**config.mk**
```make
export PLATFORM = sky130hd
export DESIGN_NAME = apu_top
export DESIGN_NICKNAME = d
export VERILOG_FILES = /design/src/hw/apu_pkg.sv /design/src/hw/wb_if.sv /design/src/hw/wb_arbiter.sv /design/src/hw/apu_control.sv /design/src/hw/length_counters.sv /design/src/hw/frame_sequencer.sv /design/src/hw/apu_mixer.sv /design/src/hw/apu_top.sv
export SDC_FILE = /design/constraint.sdc
export NUM_CORES = 1
export LEC_CHECK = 0
export BUFFER_PORTS_ARGS = -buffer_cell sky130_fd_sc_hd__buf_2
export CORE_UTILIZATION = 55
export CTS_BUF_LIST = sky130_fd_sc_hd__clkbuf_16
export DETAILED_ROUTE_END_ITERATION = 8
export GPL_TIMING_DRIVEN = 0
export PLACE_DENSITY = 0.76
export SLEW_MARGIN = 20
export SYNTH_ARGS = -nofsm -noshare
export SYNTH_HDL_FRONTEND = slang
export SYNTH_SLANG_ARGS = --single-unit
```
**constraint.sdc**
```tcl
create_clock -name clk_4mhz -period 6.5 [get_ports clk_4mhz]
set_input_delay 0.65 -clock clk_4mhz [delete_from_list [all_inputs] [get_ports clk_4mhz]]
set_output_delay 0.65 -clock clk_4mhz [all_outputs]
set_load 0.05 [all_outputs]
```
**src/hw/apu_pkg.sv**
```systemverilog
package apu_pkg;

	// host side bus fields
	typedef logic [7:0] adr_t; // register offset
	typedef logic [7:0] data_t; // bus data byte

	// master control registers
	localparam adr_t REG_NR50 = 8'h24; // side volumes, cart bits
	localparam adr_t REG_NR51 = 8'h25; // channel routing
	localparam adr_t REG_NR52 = 8'h26; // power, channel status

	// length registers of channels 1 to 4 follow this one
	localparam adr_t REG_LEN_BASE = 8'h30;

	localparam int NUM_CH = 4;
	localparam int LEN_SEL_W = $clog2(NUM_CH); // length channel select

	// one channel's DAC input
	typedef logic [3:0] sample_t;

	// 4 x 15 summed, times a gain of up to 8, gives 480
	typedef logic [8:0] mix_t;

	// per side master volume
	typedef logic [2:0] vol_t;

	// length counter value
	typedef logic [7:0] len_t;

endpackage

```
**src/hw/wb_if.sv**
```systemverilog
`timescale 1ns/1ns

interface wb_if;

	logic cyc; // cycle in progress
	logic stb; // transfer request
	logic we; // write when high
	apu_pkg::adr_t adr;
	apu_pkg::data_t dat_w;
	apu_pkg::data_t dat_r;
	logic ack; // one cycle pulse

	modport master(
		output cyc, stb, we, adr, dat_w,
		input dat_r, ack
	);

	modport slave(
		input cyc, stb, we, adr, dat_w,
		output dat_r, ack
	);

endinterface

```
**src/hw/wb_arbiter.sv**
```systemverilog
`timescale 1ns/1ns

module wb_arbiter(
		input logic clk_4mhz,
		input logic reset,
		wb_if.slave m0,
		wb_if.slave m1,
		wb_if.master s
	);

	logic busy; // a master owns the bus
	logic gnt; // owner, 0 = m0, 1 = m1
	logic last; // previous winner
	logic req0, req1;
	logic pick; // winner if granted now
	logic gnt_cyc; // owner still in its cycle

	assign req0 = m0.cyc & m0.stb;
	assign req1 = m1.cyc & m1.stb;

	// on a tie the one that did not win last time goes first
	assign pick = (req0 & req1) ? ~last : req1;

	assign gnt_cyc = gnt ? m1.cyc : m0.cyc;

	always_ff @(posedge clk_4mhz) begin
		if (reset) begin
			busy <= 1'b0;
			gnt  <= 1'b0;
			last <= 1'b1; // m0 wins the first tie
		end else if (!busy) begin
			if (req0 | req1) begin
				busy <= 1'b1;
				gnt  <= pick;
				last <= pick;
			end
		end else if (!gnt_cyc) begin
			busy <= 1'b0; // owner ended its cycle
		end
	end

	always_comb begin
		s.cyc   = busy & gnt_cyc;
		s.stb   = busy & (gnt ? m1.stb : m0.stb);
		s.we    = gnt ? m1.we : m0.we;
		s.adr   = gnt ? m1.adr : m0.adr;
		s.dat_w = gnt ? m1.dat_w : m0.dat_w;

		// only the owner sees the response
		m0.ack   = busy & ~gnt & s.ack;
		m1.ack   = busy & gnt & s.ack;
		m0.dat_r = (busy & ~gnt) ? s.dat_r : '0;
		m1.dat_r = (busy & gnt) ? s.dat_r : '0;
	end

endmodule

```
**src/hw/apu_control.sv**
```systemverilog
`timescale 1ns/1ns

module apu_control(
		input logic clk_4mhz,
		input logic reset,
		wb_if.slave bus,
		input logic [apu_pkg::NUM_CH-1:0] active,
		input apu_pkg::len_t len_count,
		output logic len_we,
		output logic [apu_pkg::LEN_SEL_W-1:0] len_sel,
		output apu_pkg::len_t len_data,
		output logic power,
		output apu_pkg::data_t nr50,
		output apu_pkg::data_t nr51
	);

	logic ack_q;
	apu_pkg::data_t dat_r_q;
	apu_pkg::data_t rd_data;
	logic access; // new transfer this cycle
	logic wr;
	logic sel_nr50, sel_nr51, sel_nr52, sel_len;
	logic pwr_clear; // NR52 write with bit 7 low

	assign access = bus.cyc & bus.stb & ~ack_q;
	assign wr     = access & bus.we;

	assign sel_nr50 = bus.adr == apu_pkg::REG_NR50;
	assign sel_nr51 = bus.adr == apu_pkg::REG_NR51;
	assign sel_nr52 = bus.adr == apu_pkg::REG_NR52;
	assign sel_len  = bus.adr[7:2] == apu_pkg::REG_LEN_BASE[7:2]; // 0x30..0x33

	assign pwr_clear = wr & sel_nr52 & ~bus.dat_w[7];

	// length writes go straight through, counters load on the ack edge
	assign len_we   = wr & sel_len;
	assign len_sel  = bus.adr[apu_pkg::LEN_SEL_W-1:0];
	assign len_data = bus.dat_w;

	always_comb begin
		rd_data = 8'hff; // unmapped offsets
		if (sel_nr50)
			rd_data = nr50;
		else if (sel_nr51)
			rd_data = nr51;
		else if (sel_nr52)
			rd_data = {power, 3'b111, active};
		else if (sel_len)
			rd_data = len_count;
	end

	always_ff @(posedge clk_4mhz) begin
		if (reset) begin
			power <= 1'b0;
			nr50  <= '0;
			nr51  <= '0;
		end else begin
			if (wr && sel_nr52)
				power <= bus.dat_w[7];

			// mixer registers are dead while powered down
			if (!power || pwr_clear) begin
				nr50 <= '0;
				nr51 <= '0;
			end else if (wr && sel_nr50) begin
				nr50 <= bus.dat_w;
			end else if (wr && sel_nr51) begin
				nr51 <= bus.dat_w;
			end
		end
	end

	always_ff @(posedge clk_4mhz) begin
		if (reset) begin
			ack_q   <= 1'b0;
			dat_r_q <= '0;
		end else begin
			ack_q <= access; // every cycle is acked
			if (access && !bus.we)
				dat_r_q <= rd_data;
		end
	end

	assign bus.ack   = ack_q;
	assign bus.dat_r = dat_r_q;

endmodule

```
**src/hw/length_counters.sv**
```systemverilog
`timescale 1ns/1ns

module length_counters(
		input logic clk_4mhz,
		input logic reset,
		input logic power,
		input logic len_tick,
		input logic len_we,
		input logic [apu_pkg::LEN_SEL_W-1:0] len_sel,
		input apu_pkg::len_t len_data,
		output apu_pkg::len_t len_count,
		output logic [apu_pkg::NUM_CH-1:0] active
	);

	apu_pkg::len_t count [apu_pkg::NUM_CH];
	logic [apu_pkg::NUM_CH-1:0] act_q;

	always_ff @(posedge clk_4mhz) begin
		for (int i = 0; i < apu_pkg::NUM_CH; i++) begin
			if (reset || !power) begin
				count[i] <= '0; // held clear while off
				act_q[i] <= 1'b0;
			end else if (len_we && len_sel == i[apu_pkg::LEN_SEL_W-1:0]) begin
				count[i] <= len_data;
				act_q[i] <= |len_data; // zero length stays idle
			end else if (len_tick && act_q[i]) begin
				count[i] <= count[i] - 8'd1;
				if (count[i] == 8'd1)
					act_q[i] <= 1'b0; // ran out
			end
		end
	end

	// read back of the channel the bus points at
	assign len_count = count[len_sel];
	assign active    = act_q;

endmodule

```
**src/hw/frame_sequencer.sv**
```systemverilog
`timescale 1ns/1ns

module frame_sequencer #(
		parameter int DIV_LOG2 = 14
	)(
		input logic clk_4mhz,
		input logic reset,
		input logic power,
		output logic len_tick
	);

	logic [DIV_LOG2-1:0] div_cnt;

	always_ff @(posedge clk_4mhz) begin
		if (reset || !power) begin
			div_cnt  <= '0; // restart phase on power up
			len_tick <= 1'b0;
		end else begin
			div_cnt  <= div_cnt + 1'b1;
			len_tick <= &div_cnt; // wraps on this edge
		end
	end

endmodule

```
**src/hw/apu_mixer.sv**
```systemverilog
`timescale 1ns/1ns

module apu_mixer(
		input logic clk_4mhz,
		input logic reset,
		input logic power,
		input apu_pkg::data_t nr50,
		input apu_pkg::data_t nr51,
		input apu_pkg::sample_t ch1_sample,
		input apu_pkg::sample_t ch2_sample,
		input apu_pkg::sample_t ch3_sample,
		input apu_pkg::sample_t ch4_sample,
		output apu_pkg::mix_t left,
		output apu_pkg::mix_t right
	);

	localparam int SUM_W = 6; // four samples of up to 15

	apu_pkg::sample_t smp [apu_pkg::NUM_CH];
	logic [SUM_W-1:0] l_sum, r_sum;
	apu_pkg::vol_t l_vol, r_vol;
	apu_pkg::mix_t l_mix, r_mix;

	assign smp[0] = ch1_sample;
	assign smp[1] = ch2_sample;
	assign smp[2] = ch3_sample;
	assign smp[3] = ch4_sample;

	// NR51 high nibble routes to left, low nibble to right
	always_comb begin
		l_sum = '0;
		r_sum = '0;
		for (int i = 0; i < apu_pkg::NUM_CH; i++) begin
			if (nr51[apu_pkg::NUM_CH+i])
				l_sum = l_sum + {2'b00, smp[i]};
			if (nr51[i])
				r_sum = r_sum + {2'b00, smp[i]};
		end
	end

	assign l_vol = nr50[6:4];
	assign r_vol = nr50[2:0];

	// gain is volume + 1, so a volume of 0 still passes sound
	assign l_mix = apu_pkg::mix_t'(l_sum) * (apu_pkg::mix_t'(l_vol) + 9'd1);
	assign r_mix = apu_pkg::mix_t'(r_sum) * (apu_pkg::mix_t'(r_vol) + 9'd1);

	always_ff @(posedge clk_4mhz) begin
		if (reset || !power) begin
			left  <= '0;
			right <= '0;
		end else begin
			left  <= l_mix;
			right <= r_mix;
		end
	end

endmodule

```
**src/hw/apu_top.sv**
```systemverilog
`timescale 1ns/1ns

module apu_top #(
		parameter int DIV_LOG2 = 14
	)(
		input logic clk_4mhz,
		input logic reset,

		input logic host_cyc,
		input logic host_stb,
		input logic host_we,
		input apu_pkg::adr_t host_adr,
		input apu_pkg::data_t host_dat_w,
		output apu_pkg::data_t host_dat_r,
		output logic host_ack,

		input logic dbg_cyc,
		input logic dbg_stb,
		input logic dbg_we,
		input apu_pkg::adr_t dbg_adr,
		input apu_pkg::data_t dbg_dat_w,
		output apu_pkg::data_t dbg_dat_r,
		output logic dbg_ack,

		input apu_pkg::sample_t ch1_sample,
		input apu_pkg::sample_t ch2_sample,
		input apu_pkg::sample_t ch3_sample,
		input apu_pkg::sample_t ch4_sample,
		output apu_pkg::mix_t left,
		output apu_pkg::mix_t right
	);

	wb_if host_bus();
	wb_if dbg_bus();
	wb_if reg_bus(); // arbiter to register block

	logic len_we, len_tick, power;
	logic [apu_pkg::LEN_SEL_W-1:0] len_sel;
	apu_pkg::len_t len_data, len_count;
	logic [apu_pkg::NUM_CH-1:0] active;
	apu_pkg::data_t nr50, nr51;

	assign host_bus.cyc   = host_cyc;
	assign host_bus.stb   = host_stb;
	assign host_bus.we    = host_we;
	assign host_bus.adr   = host_adr;
	assign host_bus.dat_w = host_dat_w;
	assign host_dat_r     = host_bus.dat_r;
	assign host_ack       = host_bus.ack;

	assign dbg_bus.cyc   = dbg_cyc;
	assign dbg_bus.stb   = dbg_stb;
	assign dbg_bus.we    = dbg_we;
	assign dbg_bus.adr   = dbg_adr;
	assign dbg_bus.dat_w = dbg_dat_w;
	assign dbg_dat_r     = dbg_bus.dat_r;
	assign dbg_ack       = dbg_bus.ack;

	wb_arbiter arb_i(
		.clk_4mhz(clk_4mhz), .reset(reset),
		.m0(host_bus.slave), .m1(dbg_bus.slave), .s(reg_bus.master)
	);

	apu_control ctrl_i(
		.clk_4mhz(clk_4mhz), .reset(reset), .bus(reg_bus.slave),
		.active(active), .len_count(len_count),
		.len_we(len_we), .len_sel(len_sel), .len_data(len_data),
		.power(power), .nr50(nr50), .nr51(nr51)
	);

	length_counters len_i(
		.clk_4mhz(clk_4mhz), .reset(reset), .power(power), .len_tick(len_tick),
		.len_we(len_we), .len_sel(len_sel), .len_data(len_data),
		.len_count(len_count), .active(active)
	);

	frame_sequencer #(.DIV_LOG2(DIV_LOG2)) seq_i(
		.clk_4mhz(clk_4mhz), .reset(reset), .power(power), .len_tick(len_tick)
	);

	apu_mixer mix_i(
		.clk_4mhz(clk_4mhz), .reset(reset), .power(power),
		.nr50(nr50), .nr51(nr51),
		.ch1_sample(ch1_sample), .ch2_sample(ch2_sample),
		.ch3_sample(ch3_sample), .ch4_sample(ch4_sample),
		.left(left), .right(right)
	);

endmodule

```
# Word level (Yosys, flattened, before mapping)
# Memory sizes are Yosys's and may differ from the RTL's.
# Index checks and enable logic that the tools add are counted.
classes:
  n_mul: 2
  bitwise_logic: 30
  n_addsub: 13
  reduce_logical: 34
  muxes: 73
  eq_ne: 11
ops:
  columns: ["cell", "count"]
  rows:
  - ["8-bit two-way mux", 16]
  - ["1-bit two-way mux", 49]
  - ["6-bit two-way mux", 6]
  - ["8-bit by 1-bit equality test with 1-bit output (second input constant)", 4]
  - ["8-bit by 1-bit subtractor with 8-bit output (second input constant)", 4]
  - ["6-bit by 4-bit adder with 6-bit output", 4]
  - ["8-bit by 6-bit equality test with 1-bit output (second input constant)", 3]
  - ["6-bit by 9-bit multiplier with 9-bit output", 2]
  - ["2-bit nonzero test", 8]
  - ["1-bit AND", 15]
  - ["14-bit by 1-bit adder with 14-bit output (second input constant)", 1]
  - ["14-bit AND reduction", 1]
  - ["1-bit logical AND", 12]
  - ["2-bit AND reduction", 6]
  - ["4-bit by 4-bit adder with 5-bit output", 2]
  - ["1-bit OR", 9]
  - ["3-bit by 1-bit adder with 4-bit output (second input constant)", 2]
  - ["4-bit two-way mux", 2]
  - ["8-bit OR reduction", 1]
  - ["6-bit by 4-bit equality test with 1-bit output (second input constant)", 1]
  - ["1-bit inverter", 6]
  - ["2-bit equality test (second input constant)", 2]
  - ["2-bit by 1-bit equality test with 1-bit output (second input constant)", 1]
  - ["1-bit logical NOT", 2]
  - ["other kinds (3)", 4]
totals:
  wordCells: 180
  ff_bits: 66
  n_memories: 1
  ram_bits: 32
  out_inout_bits: 36
memory_table:
  columns: ["name", "words", "word_bits", "read_ports", "rd_ports_with_merged_regs", "wr", "line", "text"]
  rows:
  - ["len_i.count", 4, 8, 5, 0, 4, "length_counters.sv:15", "apu_pkg::len_t count [apu_pkg::NUM_CH];"]

# Logic depth before layout (Yosys ltp)
# Gate-level depths: netlist (run 1).
depth:
  depth_word: 12
  mapped_depth: 29
  ltp_nobuf: 29

# By module
# Synthesis (run 1) repeated with hierarchy kept, for this count alone.
hier_totals:
  hier_cells: 868
  area_unflattened_um2: 8008.9
modules_own_cells:
  columns: ["module", "area_per_inst_um2", "cells_each", "instances", "seq_area_each_um2"]
  rows:
  - ["apu_mixer", 3109.2, 352, 1, 360.3]
  - ["length_counters", 2314.7, 236, 1, 1041.0]
  - ["apu_control", 1416.4, 151, 1, 520.5]
  - ["frame_sequencer", 641.9, 71, 1, 300.3]
  - ["wb_arbiter", 526.8, 58, 1, 60.1]

# Worst setup path after synthesis (run 1)
# OpenSTA, ideal clock, no wires.
synth_timing:
  path_type: "input to register"
  from: "input port ch1_sample[0]"
  to: "register mix_i.left[8]"
  t_arrival_ns: 5.973
  n_path_buf: 0
  setup_slack_ns: 0.456
  required_time_ns: 6.428
  path_stages: 27
  path_cell_list: "and2_1 ha_1 inv_1 fa_1 mux2i_1 inv_1 fa_1 nand2_1 o21ai_0 inv_1 ha_1 a21o_1 a21oi_1 xor2_1 a22oi_2 and2_1 fa_1 inv_1 fa_1 inv_1 ha_1 a21o_1 a21oi_1 nand4b_1 o41ai_1 or3_1 mux2i_1"
synth_between:
  elab_chain_cells: 8
synth_rtl:
  columns: ["item", "line", "text"]
  rows:
  - ["start: declaration", "apu_top.sv:25", "input apu_pkg::sample_t ch1_sample,"]
  - ["4-bit two-way mux (*)", "apu_mixer.sv:34", "if (nr51[apu_pkg::NUM_CH+i])"]
  - ["4-bit by 4-bit adder with 5-bit output", "apu_mixer.sv:35", "l_sum = l_sum + {2'b00, smp[i]};"]
  - ["6-bit two-way mux (*)", "apu_mixer.sv:34", null]
  - ["6-bit by 4-bit adder with 6-bit output", "apu_mixer.sv:35", null]
  - ["6-bit two-way mux (*)", "apu_mixer.sv:34", null]
  - ["6-bit by 4-bit adder with 6-bit output", "apu_mixer.sv:35", null]
  - ["6-bit two-way mux (*)", "apu_mixer.sv:34", null]
  - ["6-bit by 9-bit multiplier with 9-bit output (*)", "apu_mixer.sv:45", "assign l_mix = apu_pkg::mix_t'(l_sum) * (apu_pkg::mix_t'(l_vol) + 9'd1);"]
  - ["end signal: assignment", "apu_mixer.sv:53", "left <= l_mix;"]
  - ["end: declaration", "apu_mixer.sv:13", "output apu_pkg::mix_t left,"]
# Every way passes the cells marked *; elsewhere a longest branch is shown, timed or not.
# A chain may end at the register's enable or synchronous reset.

# Final worst setup path (run 1)
layout_timing:
  from: "input port ch1_sample[0]"
  to: "register mix_i.right[8]"
layout_between:
  elab_chain_cells: 8
layout_rtl:
  columns: ["item", "line", "text"]
  rows:
  - ["4-bit two-way mux (*)", "apu_mixer.sv:36", "if (nr51[i])"]
  - ["4-bit by 4-bit adder with 5-bit output", "apu_mixer.sv:37", "r_sum = r_sum + {2'b00, smp[i]};"]
  - ["6-bit two-way mux (*)", "apu_mixer.sv:36", null]
  - ["6-bit by 4-bit adder with 6-bit output", "apu_mixer.sv:37", null]
  - ["6-bit two-way mux (*)", "apu_mixer.sv:36", null]
  - ["6-bit by 4-bit adder with 6-bit output", "apu_mixer.sv:37", null]
  - ["6-bit two-way mux (*)", "apu_mixer.sv:36", null]
  - ["6-bit by 9-bit multiplier with 9-bit output (*)", "apu_mixer.sv:46", "assign r_mix = apu_pkg::mix_t'(r_sum) * (apu_pkg::mix_t'(r_vol) + 9'd1);"]
  - ["end signal: assignment", "apu_mixer.sv:54", "right <= r_mix;"]
  - ["end: declaration", "apu_mixer.sv:14", "output apu_pkg::mix_t right"]
# Marks and branches as above.

==> results of run 1 <==
sequential cells by signal (all words and copies together), names as in the netlist:
name and cells:
seq_i.div_cnt 14, len_i.count 32, ctrl_i.nr50 8, ctrl_i.bus.ack 1, arb_i.gnt 1, ctrl_i.bus.dat_r 8
seq_i.len_tick 1, mix_i.left 9, len_i.active 4, ctrl_i.nr51 8, ctrl_i.power 1, arb_i.busy 1
mix_i.right 9, arb_i.last 1
path summary, 6_finish.rpt:
check	cells past startpoint	endpoint	slack, ns	from
min	1	seq_i.div_cnt[0]	0.44	seq_i.div_cnt[0]
max reg2reg	29	mix_i.right[8]	0.32	ctrl_i.nr51[0]
max	27	mix_i.right[8]	0.32	ch1_sample[0]
min reg2reg	1	seq_i.div_cnt[0]	0.44	seq_i.div_cnt[0]
where the power goes:
group,total (uW),internal [uW],switching (uW)
clock network,529,282,247
registers,634,630,3.66
logic,106,37.9,68.1
Yosys cell counts (all sizes together), types with 9 or more instances:
library cell / instances / area, sq um
mux2: 15 / 168.9
nor2: 82 / 332.8
nand2: 83 / 311.6
nand4: 11 / 75.07
a21oi: 43 / 215.2
and2: 33 / 206.5
and3: 17 / 106.4
o21a: 9 / 67.56
inv: 58 / 217.7
a211oi: 18 / 135.1
buf: 13 / 92.59
or2: 9 / 56.31
xor2: 26 / 227.7
fa: 22 / 440.4
nor3: 10 / 50.05
xnor2: 38 / 332.8
nand3: 31 / 170.2
o21ai: 26 / 145.1
edfxtp: 32 / 960.9
clkbuf: 13 / 48.80
ha: 62 / 775.7
mux2i: 17 / 170.2
a21o: 10 / 75.07
o22ai: 30 / 193.9
nor2b: 13 / 81.33
o31ai: 11 / 96.34
dfxtp: 66 / 1321
nand2b: 13 / 88.83
area by class of cell:
cell class	count	area, sq um	area share
multi-input cells	700	5218	0.5907
flip-flops and latches	98	2287	0.2590
repair buffers	90	452.9	0.05128
clock buffers	10	250.2	0.02833
well taps	180	225.2	0.02550
inverters	58	217.7	0.02465
plain buffers	26	141.4	0.01601
clock inverters	6	40.04	0.004533
metrics by stage:
stage,power [uW],area (sq um),instances
after floorplan,708.5,7804,882
after global placement,750.1,8474,1151
after detailed placement,752.0,8474,1151
after CTS,1271,8765,1167
after global routing,1313,8832,1168
final,1269,8832,1168
cells by family after synthesis:
group | after synthesis | synth area share
and+or+nand+nor | 336 | 0.2272
AOI/OAI and AO/OA | 183 | 0.1618
DFF | 98 | 0.2924
adders and majority gates | 85 | 0.1573
buffers and inverters | 84 | 0.04602
xor gates and xnor gates | 64 | 0.07183
muxes | 32 | 0.04345
timing repair:
item                                    CTS  global route
gates resized for setup                   0            14
endpoints found under the setup margin    0             3
setup buffers                             0             1
endpoints found under the hold margin     0             0
layer usage:
metal,vias to the layer above,wire length [microns],GRT usage,part of all wire
met3,29,1066,0.04088,0.055
li1,3348,-,-,-
met5,-,0,0,0
met2,211,8860,0.4489,0.46
met1,3219,8970,0.3832,0.47
met4,0,361,0.09799,0.019
==> results by group, run 1 <==
Clock network
  • H-tree Lvls: 3
  • Root buf cell: clkbuf_16
  • # hold bufs at CTS: 0
  • Clock sink count: 98
  • Reg clk slew, reported paths: around 0.07 ns
  • Clock buffer depth: 2
  • Worst-Skew Late Latency: about 0.37 ns
  • CTS Buf Count: 9
  • TritonCTS clock tree: yes

Route
  • Remaining antenna violation count: 0
  • Final WL: 19,260 microns
  • Wire length per cell: about 16 microns
  • Number of remaining DRC errors: 0
  • Iter 0 DRT Violations: 500
  • Drt first pass iters: 5
  • Vias/cell: between 5 and 6
  • Via Count: ~7,000

Yosys
  • Synth warn: 0
  • Register area share after synthesis: 0.2924
  • Mapped Avg Cell Area: around 8.8 sq um
  • Netlist cell types: 74
  • Async set-reset flop share out of synthesis: 0
  • EDFF count, synth: 32
  • Syn Nets: around 1,000
  • Post-synth top flop: dfxtp_1
  • Netlist Area Pre-Place: approximately 0.0078 sq mm
  • Syn Inst Count: about 880
  • Yosys reg bits: 98

Timing
  • Max Clock Freq: roughly 160 MHz
  • Final Skew: slightly above 0.009 ns
  • Final WS setup: 0.3190 ns
  • Worst-margin pin slew: roughly 1.1 ns
  • RSZ-0062 raised after global routing: yes
  • Relative slew slack: 0.2658
  • Final critical-path share of the clock period: 0.9509
  • Hold Fails Final Rpt: 0
  • WHS: between 0.4 and 0.5 ns
  • Fin crit period: roughly 6 ns
  • Total negative slack: 0 ns
  • Max-slew violations: 0
  • Final Setup Violations: 0

Die
  • Ports: 92
  • Row count: 43
  • DIE WIDTH: about 120 microns
  • Core Area: 0.01388 sq mm
  • Die span in y: between 100 and 150 microns
  • Initial core utilization: 0.5622
  • Die area: roughly 0.015 sq mm

Layout
  • Final #Nets: roughly 1,100
  • Leading cell type in the layout, fill and taps excluded: buf_2
  • Share of layout cells above drive strength 1: 0.1781
  • Fillers: ~1,200
  • Final core occ: 0.6363
  • Most frequent cells in the layout: buf_2, nand2_1, nor2_1
  • Antenna diode count: 0
  • Synthesis-to-finish area growth: 13.18%

Setup path
  • Crit path largest cell delay: 0.54 ns
  • CP Buf/Inv Count: 5
  • Type of the worst setup path: in2reg
  • Worst-path maximum fanout: 4
  • Slowest CP cell: fa_1
  • Top delay family on crit path: adder cells
  • Setup crit end kind: register
  • Critical Path AT: ~6.5 ns
  • Critical Path RT: 6.78 ns
  • Crit start category: primary input

Outcome
  • Status: completed

Pwr
  • PD cells: 143.7 mW/mm^2
  • VDD IR max: 0.1413 mV
  • Leak: roughly 0.0039 uW

Global route
  • Vias in the first global route: approximately 6,500
  • First-pass GRT wire length: around 32,000 microns
  • GRT Total Usage: 0.2798
  • Overflow after GRT: 0
  • Initial antenna violation count: 0
  • Pin count of the biggest net entering global routing: 17

Job
  • Max Cap Viol: 0

Placement
  • Worst slack at placement: -0.1658 ns
  • RePlAce Congestion: approximately 0.95
  • HPWL after DPL: 14,890 microns
  • Port Buffers: 89

Hold path
  • Worst Hold Class: reg2reg
Note: power is estimated with default switching activity, not from simulation.
==> inputs of run 2 (changes only) <==
--- a/config.mk
+++ b/config.mk
@@ -6,11 +6,11 @@
 export NUM_CORES = 1
 export LEC_CHECK = 0
 export BUFFER_PORTS_ARGS = -buffer_cell sky130_fd_sc_hd__buf_2
-export CORE_UTILIZATION = 55
+export CORE_UTILIZATION = 60
 export CTS_BUF_LIST = sky130_fd_sc_hd__clkbuf_16
 export DETAILED_ROUTE_END_ITERATION = 8
 export GPL_TIMING_DRIVEN = 0
-export PLACE_DENSITY = 0.76
+export PLACE_DENSITY = 0.82
 export SLEW_MARGIN = 20
 export SYNTH_ARGS = -nofsm -noshare
 export SYNTH_HDL_FRONTEND = slang
==> results by group, run 2 (synthesis results as in run 1) <==
Layout
  • Fillers: between 900 and 1,000
  • Final #Nets: ~1,100
  • Footprint of the multi-input gates: about 0.0052 sq mm
  • Max reg flops: 32
  • Final Instance Area: around 0.0089 sq mm
  • Synthesis-to-finish area growth: 13.74%
  • Register area: ~0.0023 sq mm
  • Share of layout cells above drive strength 1: 0.1781
  • Most frequent cells in the layout: buf_2, nand2_1, nor2_1
  • Top flop regs: len_i.count x32, seq_i.div_cnt x14
  • Leading cell type in the layout, fill and taps excluded: buf_2
  • Antenna diode count: 0
  • Reg with most FFs: len_i.count

Timing
  • Final Setup Violations: 0
  • Max Clock Freq: around 160 MHz
  • Final Skew: 0.006890 ns
  • Worst-margin pin slew: roughly 1.0 ns
  • Fin crit period: 6.220 ns
  • Relative slew slack: 0.2810
  • Max-slew violations: 0
  • Hold Fails Final Rpt: 0
  • RSZ-0062 raised after global routing: no
  • Final critical-path share of the clock period: 0.9570

Setup path
  • Critical Path AT: about 6.5 ns
  • Cell with the most instances on the worst path: ha_1
  • Crit path largest cell delay: ~0.5 ns
  • Slowest CP cell: fa_1
  • Crit start category: register
  • Setup crit end kind: register
  • Type of the worst setup path: reg2reg
  • Worst-path maximum fanout: 8
  • R2R cell count: 28
  • Critical Path RT: just under 7 ns

Global route
  • GRT Total Usage: 0.3036
  • Overflow after GRT: 0
  • Vias in the first global route: roughly 6,500
  • Initial antenna violation count: 0
  • First-pass GRT wire length: ~31,000 microns
  • Pin count of the biggest net entering global routing: 17

Placement
  • HPWL after DPL: 15,030 microns
  • Placement Cell Area: 0.008464 sq mm
  • Port Buffers: between 80 and 90
  • RePlAce Congestion: between 0.9 and 1

Pwr
  • PD cells: around 150 mW/mm^2
  • Leak: roughly 0.004 uW
  • Total power: roughly 1300 uW
  • VDD IR max: between 0.15 and 0.2 mV

Clock network
  • Reg clk slew, reported paths: 0.07 ns
  • Root buf cell: clkbuf_16
  • Clock buffer depth: 2
  • H-tree Lvls: 3
  • TritonCTS clock tree: yes
  • CTS Buf Count: 9
  • Clock sink count: between 90 and 100
  • Worst-Skew Late Latency: approximately 0.35 ns

Route
  • Vias/cell: roughly 6
  • Iter 0 DRT Violations: roughly 660
  • Final WL: ~20,000 microns
  • Drt first pass iters: 5
  • Wire length per cell: roughly 17 microns
  • Remaining antenna violation count: 0
  • Number of remaining DRC errors: 0
  • Via Count: 6,955

Job
  • Max Cap Viol: 0

Hold path
  • Worst Hold Class: reg2reg
  • Worst hold stages: 1

Die
  • Row count: 41
  • Die area: about 0.013 sq mm
  • Core Area: approximately 0.013 sq mm
  • DIE WIDTH: ~120 microns
  • Ports: between 90 and 100
  • Die span in y: ~120 microns
  • Initial core utilization: 0.6159

Outcome
  • Status: completed
run 2: area by class of cell:
class / count / share of cell area
Clock buffer: 12 / 0.03383
Clock inverter: 4 / 0.002960
Sequential cell: 98 / 0.2577
Timing Repair Buffer: 90 / 0.05103
Buffer: 26 / 0.01593
Inverter: 58 / 0.02453
Tap cell: 172 / 0.02425
Multi-Input combinational cell: 700 / 0.5898
run 2: worst max-delay path: cells and delay by family, from the launching register on:
family | cells | cell delay [ns]
AND/OR/NAND/NOR | 8 | 1.42
buffers and inverters | 2 | 0.11
XOR/XNOR | 3 | 0.60
AO/OA/AOI/OAI | 6 | 1.12
adder cells (fa/ha/maj) | 7 | 2.12
flip-flops | 1 | 0.40
multiplexers | 2 | 0.41
run 2: where the power goes:
group	internal, uW	switching [uW]	total [uW]
clock network	330	237	567
registers	630	3.65	634
logic	38.7	70.1	109
total	999	310	1310
run 2: routing by layer:
layer	GRT usage	routed length, microns
met1	0.3934	8613
met2	0.5071	9172
met3	0.05701	1355
met4	0.1068	494
met5	0	0
run 2: through the flow:
step,TNS [ns],setup slack [ns],util,instances,hold WS [ns]
global placement,-0.2062,-0.1404,0.6680,1143,0.4254
CTS,0,0.06452,0.6945,1159,0.4399
detailed placement,-0.4405,-0.2537,0.6680,1143,0.4305
floorplan,0,0.4556,-,882,0.4132
finish,0,0.2798,0.7005,1160,0.4382
global route,0,0.02846,0.7005,1160,0.4472
run 2: path summary, 6_finish.rpt:
kind	startpoint	slack, ns	to
worst max-delay path	ctrl_i.nr51[0]	0.28	mix_i.right[8]
worst min-delay path	seq_i.div_cnt[0]	0.44	seq_i.div_cnt[0]
worst min register to register	seq_i.div_cnt[0]	0.44	seq_i.div_cnt[0]
worst max register to register	ctrl_i.nr51[0]	0.28	mix_i.right[8]
run 2: what timing repair did:
action | CTS | global route
pin swaps | 0 | 3
gates resized for setup | 2 | 14
hold buffers | 0 | 0
gates cloned | 0 | 0
buffers inserted | 0 | 1
endpoints found under the setup margin | 1 | 2
==> inputs of run 3 (changes only) <==
--- a/config.mk
+++ b/config.mk
@@ -5,6 +5,7 @@
 export SDC_FILE = /design/constraint.sdc
 export NUM_CORES = 1
 export LEC_CHECK = 0
+export ABC_AREA = 1
 export BUFFER_PORTS_ARGS = -buffer_cell sky130_fd_sc_hd__buf_2
 export CORE_UTILIZATION = 60
 export CTS_BUF_LIST = sky130_fd_sc_hd__clkbuf_16
==> results by group, run 3 <==
Outcome
  • Status: completed

Setup path
  • Crit start category: register
  • Critical Path AT: ~6.3 ns
  • Slowest CP cell: fa_1
  • CP Buf/Inv Count: 5
  • Top delay family on crit path: adder cells
  • Critical Path RT: slightly below 7 ns
  • Crit path largest cell delay: approximately 0.55 ns
  • Worst-path maximum fanout: 7
  • Setup crit end kind: register
  • Type of the worst setup path: reg2reg

Layout
  • Final #Nets: 1,406
  • Share of layout cells above drive strength 1: 0.1385
  • Reg with most FFs: len_i.count
  • Register area: between 0.002 and 0.0025 sq mm
  • Antenna diode count: 0
  • Leading cell type in the layout, fill and taps excluded: nand2_1
  • Footprint of the multi-input gates: between 0.005 and 0.006 sq mm
  • Fillers: ~1,100
  • Synthesis-to-finish area growth: 11.70%
  • Most frequent cells in the layout: nand2_1, inv_1, nor2_1
  • Max reg flops: 32
  • Top flop regs: len_i.count x32, seq_i.div_cnt x14

Yosys
  • Async set-reset flop share out of synthesis: 0
  • Most frequent cell after synthesis: nand2_1
  • Syn Inst Count: between 1,000 and 1,500
  • EDFF count, synth: 32
  • Commonest cells post-synth: nand2_1, inv_1, nor2_1
  • Synth warn: 0
  • Yosys reg bits: 98
  • Netlist Area Pre-Place: about 0.0081 sq mm
  • Register area share after synthesis: 0.2809
  • Syn Nets: between 1,000 and 1,500
  • Mapped Avg Cell Area: 6.973 sq um
  • Post-synth top flop: dfxtp_1
  • Post-synth top area share: 0.1626
  • Top cell type by total area after synthesis: dfxtp_1
  • Netlist cell types: 46
  • Ranking of synthesized cells by area: dfxtp_1, nand2_1, edfxtp_1, ha_1, inv_1

Clock network
  • Reg clk slew, reported paths: approximately 0.070 ns
  • TritonCTS clock tree: yes
  • H-tree Lvls: 3
  • Clock buffer depth: 2
  • CTS Buf Count: 9
  • # hold bufs at CTS: 0
  • Worst-Skew Late Latency: approximately 0.36 ns
  • Clock sink count: approximately 100
  • Root buf cell: clkbuf_16
  • Post-CTS Setup Repair Bufs: 0

Timing
  • Relative slew slack: 0.3567
  • Fin crit period: 6.061 ns
  • Worst-margin pin slew: 0.9549 ns
  • Final WS setup: approximately 0.44 ns
  • Hold Fails Final Rpt: 0
  • Final critical-path share of the clock period: 0.9325
  • Total negative slack: 0 ns
  • Final Skew: 0.01195 ns
  • RSZ-0062 raised after global routing: no
  • Max-slew violations: 0
  • Max Clock Freq: approximately 160 MHz
  • Final Setup Violations: 0

Global route
  • GRT Total Usage: 0.3070
  • Overflow after GRT: 0
  • Vias in the first global route: ~7,300
  • Pin count of the biggest net entering global routing: 18
  • First-pass GRT wire length: approximately 35,000 microns
  • Initial antenna violation count: 0

Die
  • Die span in y: between 100 and 150 microns
  • Die area: approximately 0.014 sq mm
  • Initial core utilization: 0.6135
  • DIE WIDTH: between 100 and 150 microns
  • Ports: a little over 90
  • Row count: 42
  • Core Area: roughly 0.013 sq mm

Placement
  • RePlAce Congestion: around 0.97
  • Port Buffers: 90
  • Worst slack at placement: -0.06303 ns
  • HPWL after DPL: approximately 16,000 microns

Hold path
  • Worst Hold Class: reg2reg

Route
  • Remaining antenna violation count: 0
  • Iter 0 DRT Violations: 770
  • Final WL: slightly above 20,000 microns
  • Wire length per cell: 14.10 microns
  • Drt first pass iters: 6
  • Number of remaining DRC errors: 0
  • Vias/cell: ~5.4
  • Via Count: about 7,800

Pwr
  • PD cells: between 100 and 150 mW/mm^2
  • Leak: ~0.0044 uW
  • VDD IR max: between 0.1 and 0.15 mV

Job
  • Max Cap Viol: 0
## run 3: timing repair
item / CTS / global route
resized for setup: 0 / 7
setup endpoints to repair: 0 / 5
endpoints found under the hold margin: 0 / 0
## run 3: worst register-to-register path: stages (launching register included)
cell and delay (ns):
dfxtp_1 0.47, nand2_1 0.10, inv_1 0.07, ha_1 0.19
inv_1 0.07, fa_1 0.43, o21ai_1 0.29, inv_1 0.11
fa_1 0.46, o21ai_0 0.29, inv_1 0.13, fa_1 0.44
xor2_1 0.18, o21ai_1 0.26, nand2_1 0.12, fa_1 0.50
fa_1 0.55, inv_1 0.04, ha_1 0.37, nand3_1 0.10
and2_1 0.17, or2_2 0.28, nand2_1 0.06, a21oi_1 0.07
o21ai_0 0.15, a21oi_1 0.05
## run 3: logic make-up (layout without fill, tap and decap cells)
kind of cell    Yosys count  after routing  synth area share
buf+inv                 206            312            0.1007
flops                    98             98            0.2809
xor+xnor                 38             38           0.04097
fa+ha+maj                84             84            0.1497
simple gates            591            591            0.3240
compound gates          148            148            0.1036
## run 3: layout make-up
type                       instances  area share
buffer                            18     0.01241
clock buffer                       9     0.02482
clock inverter                     7    0.005929
inverter                         188     0.07776
multi-input combinational        861      0.5536
sequential                        98      0.2516
tap                              176     0.02427
timing repair buffer              90     0.04963
## run 3: per-layer routing
metal,GRT usage,up-vias,wire length (microns)
met5,0,-,0
met3,0.05405,43,1828
met2,0.4901,324,8955
met4,0.1210,0,581
li1,-,3945,-
met1,0.4125,3488,9031
## run 3: final timing paths
path | startpoint | end | slack (ns) | cells after the start
worst min register to register | seq_i.div_cnt[0] | seq_i.div_cnt[0] | 0.45 | 1
worst max register to register | ctrl_i.nr51[0] | mix_i.right[7] | 0.44 | 25
worst max-delay path | ctrl_i.nr51[0] | mix_i.right[7] | 0.44 | 25
worst min-delay path | seq_i.div_cnt[0] | seq_i.div_cnt[0] | 0.45 | 1
## run 3: through the flow
stage	instance area [sq um]	instances	util	hold WS (ns)	power [uW]
2_1_floorplan	8124	1165	-	0.4175	706.9
3_3_place_gp	8795	1431	0.6641	0.4321	749.1
3_5_place_dp	8795	1431	0.6641	0.4424	750.4
4_1_cts	9074	1447	0.6852	0.4582	1255
5_1_grt	9075	1447	0.6853	0.4671	1287
6_report	9075	1447	0.6853	0.4537	1256
## run 3: report_power, final
| part | switching, uW | internal [uW] |
|---|---|---|
| Clock | 254 | 263 |
| Combinational | 74.0 | 34.0 |
| Sequential | 2.28 | 629 |
